**src/disp_pkg.sv**
```systemverilog
`default_nettype none

package disp_pkg;

    ////////////////////
    // Display geometry
    ////////////////////

    localparam int num_digits = 8;
    localparam int data_w     = 32;

    // Digit index width
    localparam int digit_w = $clog2(num_digits);

    ////////////////////
    // Scan and blink timing
    ////////////////////

    // Short scan period keeps simulation quick
    localparam int scan_div  = 4;
    localparam int blink_div = 64;

    localparam int scan_cnt_w  = $clog2(scan_div);
    localparam int blink_cnt_w = $clog2(blink_div);

    ////////////////////
    // Reset values of the CPU channel
    ////////////////////

    localparam logic [data_w-1:0]     reset_data  = 32'hAA55_55AA;
    localparam logic [num_digits-1:0] reset_blink = 8'hFF;
    localparam logic [num_digits-1:0] reset_point = 8'h00;

    // All active low with the point in bit 7 above g..a
    localparam logic [7:0] seg_blank = 8'hFF;

    // Channel zero is the CPU register block
    typedef enum logic [2:0] {
        src_cpu,
        src_test1,
        src_test2,
        src_test3,
        src_test4,
        src_test5,
        src_test6,
        src_test7
    } disp_src_e;

endpackage

`default_nettype wire

```
**src/disp_channel_sel.sv**
```systemverilog
`timescale 1ns/1ps
`default_nettype none

module disp_channel_sel
    import disp_pkg::*;
(
    input  wire disp_src_e                     src,
    input  wire logic      [data_w-1:0]        cpu_num,
    input  wire logic      [num_digits-1:0]    cpu_blink,
    input  wire logic      [num_digits-1:0]    cpu_point,
    input  wire logic      [data_w-1:0]        test_data1,
    input  wire logic      [data_w-1:0]        test_data2,
    input  wire logic      [data_w-1:0]        test_data3,
    input  wire logic      [data_w-1:0]        test_data4,
    input  wire logic      [data_w-1:0]        test_data5,
    input  wire logic      [data_w-1:0]        test_data6,
    input  wire logic      [data_w-1:0]        test_data7,
    input  wire logic      [8*num_digits-1:0]  blink_in,
    input  wire logic      [8*num_digits-1:0]  point_in,
    output logic           [data_w-1:0]        disp_num,
    output logic           [num_digits-1:0]    blink_out,
    output logic           [num_digits-1:0]    point_out
);

    // Byte 0 of the mask inputs belongs to the CPU channel and
    // reaches us through the register block instead
    always_comb begin
        case (src)
            src_test1: begin
                disp_num  = test_data1;
                blink_out = blink_in[15:8];
                point_out = point_in[15:8];
            end
            src_test2: begin
                disp_num  = test_data2;
                blink_out = blink_in[23:16];
                point_out = point_in[23:16];
            end
            src_test3: begin
                disp_num  = test_data3;
                blink_out = blink_in[31:24];
                point_out = point_in[31:24];
            end
            src_test4: begin
                disp_num  = test_data4;
                blink_out = blink_in[39:32];
                point_out = point_in[39:32];
            end
            src_test5: begin
                disp_num  = test_data5;
                blink_out = blink_in[47:40];
                point_out = point_in[47:40];
            end
            src_test6: begin
                disp_num  = test_data6;
                blink_out = blink_in[55:48];
                point_out = point_in[55:48];
            end
            src_test7: begin
                disp_num  = test_data7;
                blink_out = blink_in[63:56];
                point_out = point_in[63:56];
            end
            default: begin
                disp_num  = cpu_num;
                blink_out = cpu_blink;
                point_out = cpu_point;
            end
        endcase
    end

endmodule

`default_nettype wire

```
**src/disp_regs.sv**
```systemverilog
`timescale 1ns/1ps
`default_nettype none

module disp_regs
    import disp_pkg::*;
(
    input  wire logic                  clk,
    input  wire logic                  rst_n,
    input  wire logic                  wr_en,
    input  wire logic [data_w-1:0]     cpu_data,
    input  wire logic [num_digits-1:0] blink_in0,
    input  wire logic [num_digits-1:0] point_in0,
    input  wire logic [data_w-1:0]     disp_num,
    output logic      [data_w-1:0]     cpu_num,
    output logic      [num_digits-1:0] cpu_blink,
    output logic      [num_digits-1:0] cpu_point
);

    // Data word follows the display when idle, so channel zero
    // resumes with whatever was last on view
    always_ff @(posedge clk) begin
        if (!rst_n) begin
            cpu_num <= reset_data;
        end else if (wr_en) begin
            cpu_num <= cpu_data;
        end else begin
            cpu_num <= disp_num;
        end
    end

    // Masks only change on a write
    always_ff @(posedge clk) begin
        if (!rst_n) begin
            cpu_blink <= reset_blink;
            cpu_point <= reset_point;
        end else if (wr_en) begin
            cpu_blink <= blink_in0;
            cpu_point <= point_in0;
        end
    end

endmodule

`default_nettype wire

```
**src/disp_top.sv**
```systemverilog
`timescale 1ns/1ps
`default_nettype none

module disp_top
    import disp_pkg::*;
(
    input  wire logic                     clk,
    input  wire logic                     rst_n,
    input  wire logic                     wr_en,
    input  wire disp_src_e                src,
    input  wire logic [8*num_digits-1:0]  point_in,
    input  wire logic [8*num_digits-1:0]  blink_in,
    input  wire logic [data_w-1:0]        cpu_data,
    input  wire logic [data_w-1:0]        test_data1,
    input  wire logic [data_w-1:0]        test_data2,
    input  wire logic [data_w-1:0]        test_data3,
    input  wire logic [data_w-1:0]        test_data4,
    input  wire logic [data_w-1:0]        test_data5,
    input  wire logic [data_w-1:0]        test_data6,
    input  wire logic [data_w-1:0]        test_data7,
    output logic      [data_w-1:0]        disp_num,
    output logic      [num_digits-1:0]    point_out,
    output logic      [num_digits-1:0]    blink_out,
    output logic      [num_digits-1:0]    anode,
    output logic      [7:0]               seg
);

    logic [data_w-1:0]     cpu_num;
    logic [num_digits-1:0] cpu_blink;
    logic [num_digits-1:0] cpu_point;

    // CPU channel reloads from the displayed number when idle
    disp_regs u_regs (
        .clk       (clk),
        .rst_n     (rst_n),
        .wr_en     (wr_en),
        .cpu_data  (cpu_data),
        .blink_in0 (blink_in[7:0]),
        .point_in0 (point_in[7:0]),
        .disp_num  (disp_num),
        .cpu_num   (cpu_num),
        .cpu_blink (cpu_blink),
        .cpu_point (cpu_point)
    );

    disp_channel_sel u_sel (
        .src        (src),
        .cpu_num    (cpu_num),
        .cpu_blink  (cpu_blink),
        .cpu_point  (cpu_point),
        .test_data1 (test_data1),
        .test_data2 (test_data2),
        .test_data3 (test_data3),
        .test_data4 (test_data4),
        .test_data5 (test_data5),
        .test_data6 (test_data6),
        .test_data7 (test_data7),
        .blink_in   (blink_in),
        .point_in   (point_in),
        .disp_num   (disp_num),
        .blink_out  (blink_out),
        .point_out  (point_out)
    );

    seg7_scan u_scan (
        .clk        (clk),
        .rst_n      (rst_n),
        .disp_num   (disp_num),
        .blink_mask (blink_out),
        .point_mask (point_out),
        .anode      (anode),
        .seg        (seg)
    );

endmodule

`default_nettype wire

```
**src/seg7_decode.sv**
```systemverilog
`timescale 1ns/1ps
`default_nettype none

module seg7_decode (
    input  wire logic [3:0] nibble,
    output logic      [6:0] segs
);

    // Patterns are g..a and a zero lights the segment
    always_comb begin
        case (nibble)
            4'h0: segs = 7'b100_0000;
            4'h1: segs = 7'b111_1001;
            4'h2: segs = 7'b010_0100;
            4'h3: segs = 7'b011_0000;
            4'h4: segs = 7'b001_1001;
            4'h5: segs = 7'b001_0010;
            4'h6: segs = 7'b000_0010;
            4'h7: segs = 7'b111_1000;
            4'h8: segs = 7'b000_0000;
            4'h9: segs = 7'b001_0000;
            // Lower case b and d keep the letters apart from 8 and 0
            4'hA: segs = 7'b000_1000;
            4'hB: segs = 7'b000_0011;
            4'hC: segs = 7'b100_0110;
            4'hD: segs = 7'b010_0001;
            4'hE: segs = 7'b000_0110;
            default: segs = 7'b000_1110;
        endcase
    end

endmodule

`default_nettype wire

```
**src/seg7_scan.sv**
```systemverilog
`timescale 1ns/1ps
`default_nettype none

module seg7_scan
    import disp_pkg::*;
(
    input  wire logic                  clk,
    input  wire logic                  rst_n,
    input  wire logic [data_w-1:0]     disp_num,
    input  wire logic [num_digits-1:0] blink_mask,
    input  wire logic [num_digits-1:0] point_mask,
    output logic      [num_digits-1:0] anode,
    output logic      [7:0]            seg
);

    logic [scan_cnt_w-1:0]  scan_cnt;
    logic [digit_w-1:0]     digit;
    logic [blink_cnt_w-1:0] blink_cnt;
    logic                   blink_phase;
    logic [3:0]             nibble;
    logic [6:0]             digit_segs;
    logic [7:0]             seg_next;

    ////////////////////
    // Scan and blink dividers
    ////////////////////

    always_ff @(posedge clk) begin
        if (!rst_n) begin
            scan_cnt <= '0;
            digit    <= '0;
        end else if (scan_cnt == scan_cnt_w'(scan_div - 1)) begin
            scan_cnt <= '0;
            if (digit == digit_w'(num_digits - 1)) begin
                digit <= '0;
            end else begin
                digit <= digit + 1'b1;
            end
        end else begin
            scan_cnt <= scan_cnt + 1'b1;
        end
    end

    // Phase high means blinking digits are lit
    always_ff @(posedge clk) begin
        if (!rst_n) begin
            blink_cnt   <= '0;
            blink_phase <= 1'b1;
        end else if (blink_cnt == blink_cnt_w'(blink_div - 1)) begin
            blink_cnt   <= '0;
            blink_phase <= ~blink_phase;
        end else begin
            blink_cnt <= blink_cnt + 1'b1;
        end
    end

    ////////////////////
    // Digit drive
    ////////////////////

    assign nibble = disp_num[{digit, 2'b00} +: 4];

    seg7_decode u_decode (
        .nibble (nibble),
        .segs   (digit_segs)
    );

    always_comb begin
        if (blink_mask[digit] && !blink_phase) begin
            seg_next = seg_blank;
        end else begin
            seg_next = {~point_mask[digit], digit_segs};
        end
    end

    // Outputs are registered so the pins change cleanly
    always_ff @(posedge clk) begin
        if (!rst_n) begin
            anode <= '1;
            seg   <= seg_blank;
        end else begin
            anode <= ~(num_digits'(1) << digit);
            seg   <= seg_next;
        end
    end

endmodule

`default_nettype wire

```
**config.mk**
```make
export PLATFORM = sky130hd
export DESIGN_NAME = disp_top
export DESIGN_NICKNAME = d
export VERILOG_FILES = /design/src/disp_pkg.sv /design/src/disp_channel_sel.sv /design/src/disp_regs.sv /design/src/disp_top.sv /design/src/seg7_decode.sv /design/src/seg7_scan.sv
export SDC_FILE = /design/constraint.sdc
export NUM_CORES = 1
export LEC_CHECK = 0
export BUFFER_PORTS_ARGS = -buffer_cell sky130_fd_sc_hd__buf_2
export CAP_MARGIN = 40
export CORE_AREA = 2 2 178 180
export DETAILED_ROUTE_END_ITERATION = 12
export DIE_AREA = 0 0 180 182
export PLACE_DENSITY = 0.45
export SKIP_CTS_REPAIR_TIMING = 1
export SYNTH_ARGS = -nofsm -noshare
export SYNTH_HDL_FRONTEND = slang
export SYNTH_SLANG_ARGS = --single-unit
```
**constraint.sdc**
```tcl
create_clock -name clk -period 3.9 [get_ports clk]
set_input_delay 0.585 -clock clk [delete_from_list [all_inputs] [get_ports clk]]
set_output_delay 0.585 -clock clk [all_outputs]
set_load 0.05 [all_outputs]
```
### Yosys cells after proc, flatten, opt, wreduce, memory -nomap -nowiden

Memory sizes are Yosys's and may differ from the RTL's. A register that Yosys moved wholly into a read port is not among the register bits.
Index checks and enable logic that the tools add are counted.

* memory bits (read-only): 112
* memories: 1
* input bits: 390
* flip-flop bits (word level): 76

* magnitude comparators: 1
* shift-type cells: 2
* equality and inequality tests: 10
* bitwise gates (word level): 4
* reduce and logical (&&, ||, !) cells: 5
* $add $sub $neg: 3
* multiplexer cells: 9

Memory list
* (no name shown): words 16, width 7, rd ports 1, clocked after Yosys merged registers in 1, wr ports 0, line seg7_decode.sv:11 `case (nibble)`

Operator list (count)
* 32-bit case mux with 7 select lines: 1
* 8-bit case mux with 7 select lines: 2
* 32-bit 2-to-1 mux: 1
* 32-bit by 6-bit indexed part select with 4-bit output: 1
* 3-bit == test, second input constant: 5
* 8-bit inverter: 1
* 1-bit by 3-bit left shift with 8-bit output, first input constant: 1
* 6-bit by 1-bit adder with 6-bit output, second input constant: 1
* 1-bit binary-select mux with 3-bit select: 2
* 3-bit by 2-bit == test with 1-bit output, second input constant: 2
* 6-bit == test, second input constant: 1
* 2-bit OR reduction: 3
* 3-bit by 4-bit less-than comparator with 1-bit output, second input constant: 1
* 3-bit by 1-bit adder with 3-bit output, second input constant: 1
* 3-bit by 1-bit == test with 1-bit output, second input constant: 1
* 3-bit 2-to-1 mux: 1
* 1-bit inverter: 3
* 2-bit by 1-bit adder with 2-bit output, second input constant: 1
* 2-bit == test, second input constant: 1
* 1-bit 2-to-1 mux: 2
* 1-bit logical AND: 1
* 1-bit logical NOT: 1

### Longest topological paths before layout

Gate-level depths: netlist of run 1.

* depth after elaboration: 6
* depth in mapped cells: 18

### Cells and area by module

Synthesis of run 1 repeated with hierarchy kept, for this count alone.

* cells, all modules: 770
* area, all modules: 6749.0 um^2

Modules (own cells, without submodules)
* disp_channel_sel: cells each 457, seq. area each 0.0 um^2, area an instance 3328.2 um^2, times used 1
* disp_regs: cells each 155, seq. area each 960.9 um^2, area an instance 1796.7 um^2, times used 1
* seg7_scan: cells each 126, seq. area each 560.5 um^2, area an instance 1348.8 um^2, times used 1
* seg7_decode: cells each 32, seq. area each 0.0 um^2, area an instance 275.3 um^2, times used 1

### Least setup slack after synthesis of run 1

No wires, ideal clock.

* kind: input to register
* from: in src[1]
* to: reg u_scan.seg[3]
* data arrival time: 4.239 ns
* stages on the path: 13
* buffers on the path: 1
* setup slack: -0.462 ns
* library setup time: 0.123 ns
* path through: buf_4 > nor2_1 > a22oi_1 > o21ai_0 > or3_1 > a31oi_1 > a2111oi_2 > inv_1 > ha_1 > inv_1 > mux2i_1 > mux2i_1 > or2_2

* elaborated cells between the ends (all ways): 14
* classes of those cells: eq/ne (7); shift (1); mux (4); reduce/logical (2)

RTL lines
* from (decl): line disp_top.sv:10 `input wire disp_src_e src,`
* 3-bit == test (tied with other cells): line disp_channel_sel.sv:28 `case (src)`
* 32-bit case mux with 7 select lines *: line disp_channel_sel.sv:28
* named net disp_num[16]: line disp_top.sv:21 `output logic [data_w-1:0] disp_num,`
* 32-bit by 6-bit indexed part select with 4-bit output *: line seg7_scan.sv:61 `assign nibble = disp_num[{digit, 2'b00} +: 4];`
* to (decl): line seg7_scan.sv:13 `output logic [7:0] seg`

Mark *: on every way through the listed nets, which the timed path passes. The rest lies on a longest branch. The select of a mux whose other input is x is not followed.
A chain may end at the register's enable or synchronous reset.

### Final worst setup path of run 1

* from: in src[2]
* to: out blink_out[1]

* longest elaborated chain between the ends: 2
* elaborated cells between the ends (all ways): 8
* classes of those cells: eq/ne (7); mux (1)

Ends and longest elaborated chain
* 3-bit == test (tied with other cells): line disp_channel_sel.sv:28
* 8-bit case mux with 7 select lines *: line disp_channel_sel.sv:28
* to (decl): line disp_top.sv:23 `output logic [num_digits-1:0] blink_out,`

Mark *: on every way between the ends. The rest lies on a longest branch, timed or not.

==> results of run 1 <==
## cell usage after synthesis (3+ instances only)
cell type  number  share of area [%]
a22oi_1         6               0.68
a221o_1         3               0.45
or3_1           6               0.57
a31oi_1         4               0.38
xnor2_1         3               0.40
nand2_1        85                4.8
o21ai_0        21                1.6
mux2_2         15                2.5
a21boi_0        4               0.45
mux2i_1        79                 12
o32a_1          7                1.1
clkbuf_1       33                1.9
inv_1          24                1.4
o221a_2         5               0.85
nor2_1         98                5.5
or2_2           4               0.38
nor3b_1         4               0.45
o221ai_1        9                1.2
dfxtp_1        76                 23
a211oi_1       11                1.2
mux4_2         33                 11
o22a_1          6               0.79
buf_2          15                1.1
o211ai_1        5               0.57
a211o_1         3               0.40
nor3_1         16                1.2
and2_1          7               0.66
buf_6           5               0.85
nand3_1        15                1.1
a221oi_1       19                2.5
o2bb2ai_1       6               0.79
nor2b_1        19                1.8
o32ai_1         6               0.79
o22ai_1         6               0.57
nand3b_1        8               0.90
buf_4          14                1.6
ha_1           14                2.6
nand2b_1       10               0.94
a21oi_1        32                2.4
a311oi_1        3               0.40
buf_1           5               0.28
a22o_1          6               0.79
## sequential cells by signal (all words and copies together) (netlist names)
register / flops
u_regs.cpu_point: 8
u_scan.blink_phase: 1
u_scan.anode: 8
u_scan.seg: 8
u_regs.cpu_blink: 8
u_scan.blink_cnt: 6
u_regs.cpu_num: 32
u_scan.scan_cnt: 2
u_scan.digit: 3
## metal layers
layer  wire (µm)  vias up
met1       16100     3850
met2       20300      407
met3        2570       37
li1            -     3781
met5          13        -
met4         560        2
## kinds of logic after synthesis
family,count (synthesis)
AOI/OAI and AO/OA,179
xor gates and xnor gates,5
adders and majority gates,14
buffers and inverters,99
DFF,76
muxes,130
and+or+nand+nor,282
## final cells by class
type | instances | area, µm² | area share (%)
flip-flops and latches | 76 | 1520 | 15.5
repair buffers | 497 | 2720 | 27.7
inverters | 26 | 97.6 | 0.994
diodes | 2 | 5.00 | 0.0510
well taps | 402 | 503 | 5.12
clock inverters | 6 | 113 | 1.15
clock buffers | 10 | 229 | 2.33
multi-input cells | 610 | 4630 | 47.1
## stage by stage
step / hold WS [ns] / power, W / utilization (%)
5_1_grt: 0.443 / 0.00344 / 31.7
2_1_floorplan: 0.404 / 0.00172 / -
4_1_cts: 0.433 / 0.00332 / 31.7
6_report: 0.428 / 0.00327 / 31.7
3_5_place_dp: 0.424 / 0.00228 / 30.6
3_3_place_gp: 0.413 / 0.00228 / 30.5
## worst max-delay path: cells and delay by family
family | cells | cell delay (ns)
AO/OA/AOI/OAI | 3 | 0.69
buffers and inverters | 3 | 0.96
AND/OR/NAND/NOR | 1 | 0.65
## power groups by stage
stage                     Sequential [W]  Combinational (W)  Clock [W]
after detailed placement        0.000882            0.00140          0
after CTS                       0.000864            0.00140    0.00105
after global placement          0.000882            0.00140          0
final                           0.000864            0.00139    0.00101
after floorplan                 0.000941           0.000779          0
after global routing            0.000869            0.00149    0.00108
## path summary, 6_finish.rpt
check                                         from  cells past startpoint                  to  slack, ns
worst max-delay path                        src[2]                      7        blink_out[1]       0.39
worst min-delay path            u_scan.scan_cnt[0]                      1  u_scan.scan_cnt[0]       0.43
worst max register to register   u_regs.cpu_num[9]                     10       u_scan.seg[2]       1.08
worst min register to register  u_scan.scan_cnt[0]                      1  u_scan.scan_cnt[0]       0.43
==> results.yml, run 1 <==
detailed_routing:
  wl_um: 39500
  dr.first_iter.drc_count: 420
  wl_per_cell_um: 24.3
  firstDrtPassIters: 5
  num_vias: 8077
  viasPerCell: 4.96
  remaining_drc_errors: 0
  final_antenna_net_count: 0
clock_tree:
  clock_path_buffers: 2
  cts_root_buf: "clkbuf_16"
  numCtsBuffers: 9
  clkSlewWorstSetupHoldPaths_ns: 0.06
  cts_tree: "done"
  cts_max_level: 3
  worstSkewPairLatency_ns: 0.35
  clock_sink_count: 76
placed_design:
  dp.cells: 1611
  place.gp.congestion: 0.909
  dpl_cell_area_mm2: 0.00948
  place_ws_ns: 0.213
  dp_hpwl_um: 32200
  port_buffers: 453
pwr:
  power_frac_seq_pct: 26.5
  p_leak_nw: 4.69
  p_int_w: 0.00199
  p_per_area_mw_per_mm2: 333
  clockPowerShare_pct: 31.0
  ir_worst_vdd_mv: 0.211
  comb_power_share_pct: 42.5
  switching_share_pct: 39.1
  switchingPower_w: 0.00128
sta:
  rsz0062_at_grt: "false"
  setup_ws_ns: 0.393
  fmax_mhz: 285
  period_minus_slack_ns: 3.51
  setup_violations: 0
  maxSlewViolCount: 0
  finClkSkew_ns: 0.0115
  tightestPinTransition_ns: 0.731
  period_share_pct: 89.9
  final.setup.tns_ns: 0
  timing.slew.headroom_pct: 51.2
  finalHoldViolCount: 0
logic_synthesis:
  syn-cell-area_mm2: 0.00664
  synth_compound_area_share_pct: 20.3
  synthFlopType: "dfxtp_1"
  seq_area_frac_synth_pct: 22.9
  synth_nets: 1189
  synth_cell_type_count: 69
  synth_seq_cells: 76
  synth-adder-area-share_pct: 2.64
  synthArstFlopShare_pct: 0
  synth-edff-count: 0
  synthMuxAreaShare_pct: 26.4
  syn_avg_cell_area_um2: 8.46
  yosys.area_share.simple_pct: 19.7
  synth_xor_area_share_pct: 0.660
  synth_warnings: 0
  synth_top_family_by_area: "multiplexers"
  postSynthCellCount: 785
floorplanning:
  die_h_um: 182
  die_w_um: 180
  start_util_pct: 21.4
  core_mm2: 0.0310
  ioPinCount: 454
  rows: 65
  design.die.area_mm2: 0.0328
worst_setup_path:
  crit_type: "primary input to output port"
  critPathMostFrequentCell: "buf_4"
  critPathArrivalTime_ns: 2.92
  endpoint_kind: "output port"
  start_kind: "primary input"
  crit_slowest_cell: "nor2b_1"
  worstPathMaxFanout: 27
  cp_cell_sequence: "buf_4, buf_4, nor2b_1, a221oi_1, a21oi_1, o22a_1, buf_2"
  required_ns: 3.31
  cpPeakStageDelay_ns: 0.65
global_routing:
  antenna_found_initial: 8
  grt_overflow: 0
  grt_use_total_pct: 23.5
  grt_util_met1_pct: 27.7
  use_met3_pct: 4.69
  use_met2_pct: 43.9
  grt_pass1_vias: 8471
  top_usage_layer: "met2"
  grt_pass1_wl_um: 56400
  grt_start_max_net_pins: 43
cells_and_area:
  final_area_mm2: 0.00982
  drive_above_1_share_pct: 47.3
  syn2layout_area_growth_pct: 47.9
  layout_commonest_cell: "buf_2"
  num-fill-cells: 3428
  finalNetCount: 1624
  final_cell_mix: "buf_2, nor2_1, nand2_1"
  final_cell_count_no_fill: 1629
worst_hold_path:
  hp-class: "flop to flop"
run_status:
  outcome: "complete, no violations"
job:
  cap_violations: 0
Note: power is estimated with default switching activity, not from simulation.
==> inputs of run 2 (changes only) <==
- GPL_TIMING_DRIVEN: not set -> 0
- SKIP_LAST_GASP: not set -> 1
==> run 2 against run 1 <==
- clock skew decreased by 0.00076 ns
- non-clock buffer count increased by 36
- critical endpoint is now blink_out[3]
- first-iteration DRC count increased by 56%
- fmax decreased by 7.2%
- critical path type unchanged
- hold slack improved by 0.0030 ns
==> results.yml, run 2 (same netlist as run 1, synthesis figures left out) <==
run_status:
  outcome: "complete, no violations"
worst_setup_path:
  crit_type: "primary input to output port"
  critPathMostFrequentCell: "buf_2"
  worstPathMaxFanout: 10
  r2r_setup_slack_ns: 0.38
  crit_slowest_cell: "a21oi_1"
  startpoint: "src[0]"
  cpPeakStageDelay_ns: 0.48
  required_ns: 3.31
  path_delay_family: "buffers and inverters"
  start_kind: "primary input"
  reg2reg_from: "u_scan.digit[0]"
  crit_buf_inv: 7
  ff2ff_path_depth: 13
  cp.depth: 9
  rr_endpoint: "u_scan.seg[3]"
  endpoint_kind: "output port"
  cp_cell_sequence: "buf_2, buf_4, inv_1, buf_2, clkbuf_4, clkbuf_2, o221ai_1, a21oi_1, buf_2"
  critPathArrivalTime_ns: 3.20
sta:
  maxSlewViolCount: 0
  finalHoldViolCount: 0
  timing.slew.headroom_pct: 35.7
  final.setup.tns_ns: 0
  finClkSkew_ns: 0.0107
  setup_violations: 0
  rsz0062_at_grt: "true"
  period_share_pct: 96.9
  period_minus_slack_ns: 3.78
  setup_ws_ns: 0.120
  hold_slack_ns: 0.431
  fmax_mhz: 265
  tightestPinTransition_ns: 0.965
worst_hold_path:
  min_path_cells: 1
  hold_end: "u_scan.scan_cnt[0]"
  hp-class: "flop to flop"
  holdCritStartpoint: "u_scan.scan_cnt[0]"
global_routing:
  grt_pass1_wl_um: 62000
  antenna_found_initial: 8
  grt_pass1_vias: 8674
  grt_overflow: 0
  grt_start_max_net_pins: 16
  grt_use_total_pct: 26.6
floorplanning:
  die_w_um: 180
  rows: 65
  core_mm2: 0.0310
  design.die.area_mm2: 0.0328
  start_util_pct: 21.4
  ioPinCount: 454
  die_h_um: 182
pwr:
  p_per_area_mw_per_mm2: 326
  switchingPower_w: 0.00137
  ir_worst_vdd_mv: 0.205
  p_int_w: 0.00188
  comb_power_share_pct: 44.5
  switching_share_pct: 42.2
  clockPowerShare_pct: 28.9
  power_frac_seq_pct: 26.6
  p_leak_nw: 4.73
detailed_routing:
  dr.first_iter.drc_count: 656
  firstDrtPassIters: 5
  remaining_drc_errors: 0
  wl_per_cell_um: 26.9
  num_vias: 8584
  wl_um: 45000
  viasPerCell: 5.14
  final_antenna_net_count: 0
placed_design:
  dp_hpwl_um: 36800
  port_buffers: 451
  place.gp.congestion: 0.877
  dp.cells: 1642
  place_ws_ns: -1.03
  dpl_cell_area_mm2: 0.00946
cells_and_area:
  syn2layout_area_growth_pct: 50.1
  final_area_mm2: 0.00997
  final_cell_mix: "buf_2, nor2_1, nand2_1"
  largest-register: "u_regs.cpu_num"
  finalNetCount: 1660
  layout_commonest_cell: "buf_2"
  drive_above_1_share_pct: 47.2
  final_cell_count_no_fill: 1671
  largest_reg_flops: 32
clock_tree:
  clock_path_buffers: 2
  cts_max_level: 3
  worstSkewPairLatency_ns: 0.36
  cts_root_buf: "clkbuf_16"
  cts_tree: "done"
  clkSlewWorstSetupHoldPaths_ns: 0.06
  numCtsBuffers: 9
  clock_sink_count: 76
job:
  cap_violations: 0
## run 2: cell count changes in the layout (fill, tap and decap cells not counted), sizes merged
cell,delta
clkinv,-1
diode,+6
clkinvlp,+2
buf,-6
bufinv,-2
inv,+2
clkbuf,+41
## run 2: per-layer routing
metal | global-route usage [%] | routed length (µm) | up-vias
li1 | - | - | 3869
met3 | 5.88 | 3650 | 52
met4 | 7.77 | 1080 | 0
met1 | 32.2 | 18100 | 4144
met5 | 0 | 0 | -
met2 | 47.1 | 22200 | 519
## run 2: layout make-up
type,count,area (µm²)
Antenna cell,8,20.0
Buffer,73,473
Clock buffer,9,225
Clock inverter,7,83.8
Fill cell,3449,21000
Inverter,26,101
Multi-Input combinational cell,610,4690
Sequential cell,76,1520
Tap cell,402,503
Timing Repair Buffer,460,2350
## run 2: worst max-delay path by stage
| stage | endpoint | slack (ns) |
|---|---|---|
| after detailed placement | u_scan.seg[2] | -1.03 |
| after CTS | u_scan.seg[3] | -0.66 |
| final | blink_out[3] | 0.12 |
| after floorplan | u_scan.seg[3] | 0.06 |
| after global routing | u_scan.seg[3] | -0.01 |
| after global placement | u_scan.seg[2] | -0.98 |
## run 2: metrics by stage
step	power [W]	utilization [%]
5_1_grt	0.00339	32.1
4_1_cts	0.00324	31.5
3_3_place_gp	0.00228	30.4
3_5_place_dp	0.00229	30.5
6_report	0.00325	32.2
2_1_floorplan	0.00172	-
## run 2: power groups by stage
stage / Clock, W / Sequential [W] / Combinational (W)
finish: 0.000938 / 0.000865 / 0.00145
global route: 0.000987 / 0.000870 / 0.00154
CTS: 0.000962 / 0.000865 / 0.00141
detailed placement: 0 / 0.000883 / 0.00141
global placement: 0 / 0.000883 / 0.00140
floorplan: 0 / 0.000941 / 0.000779
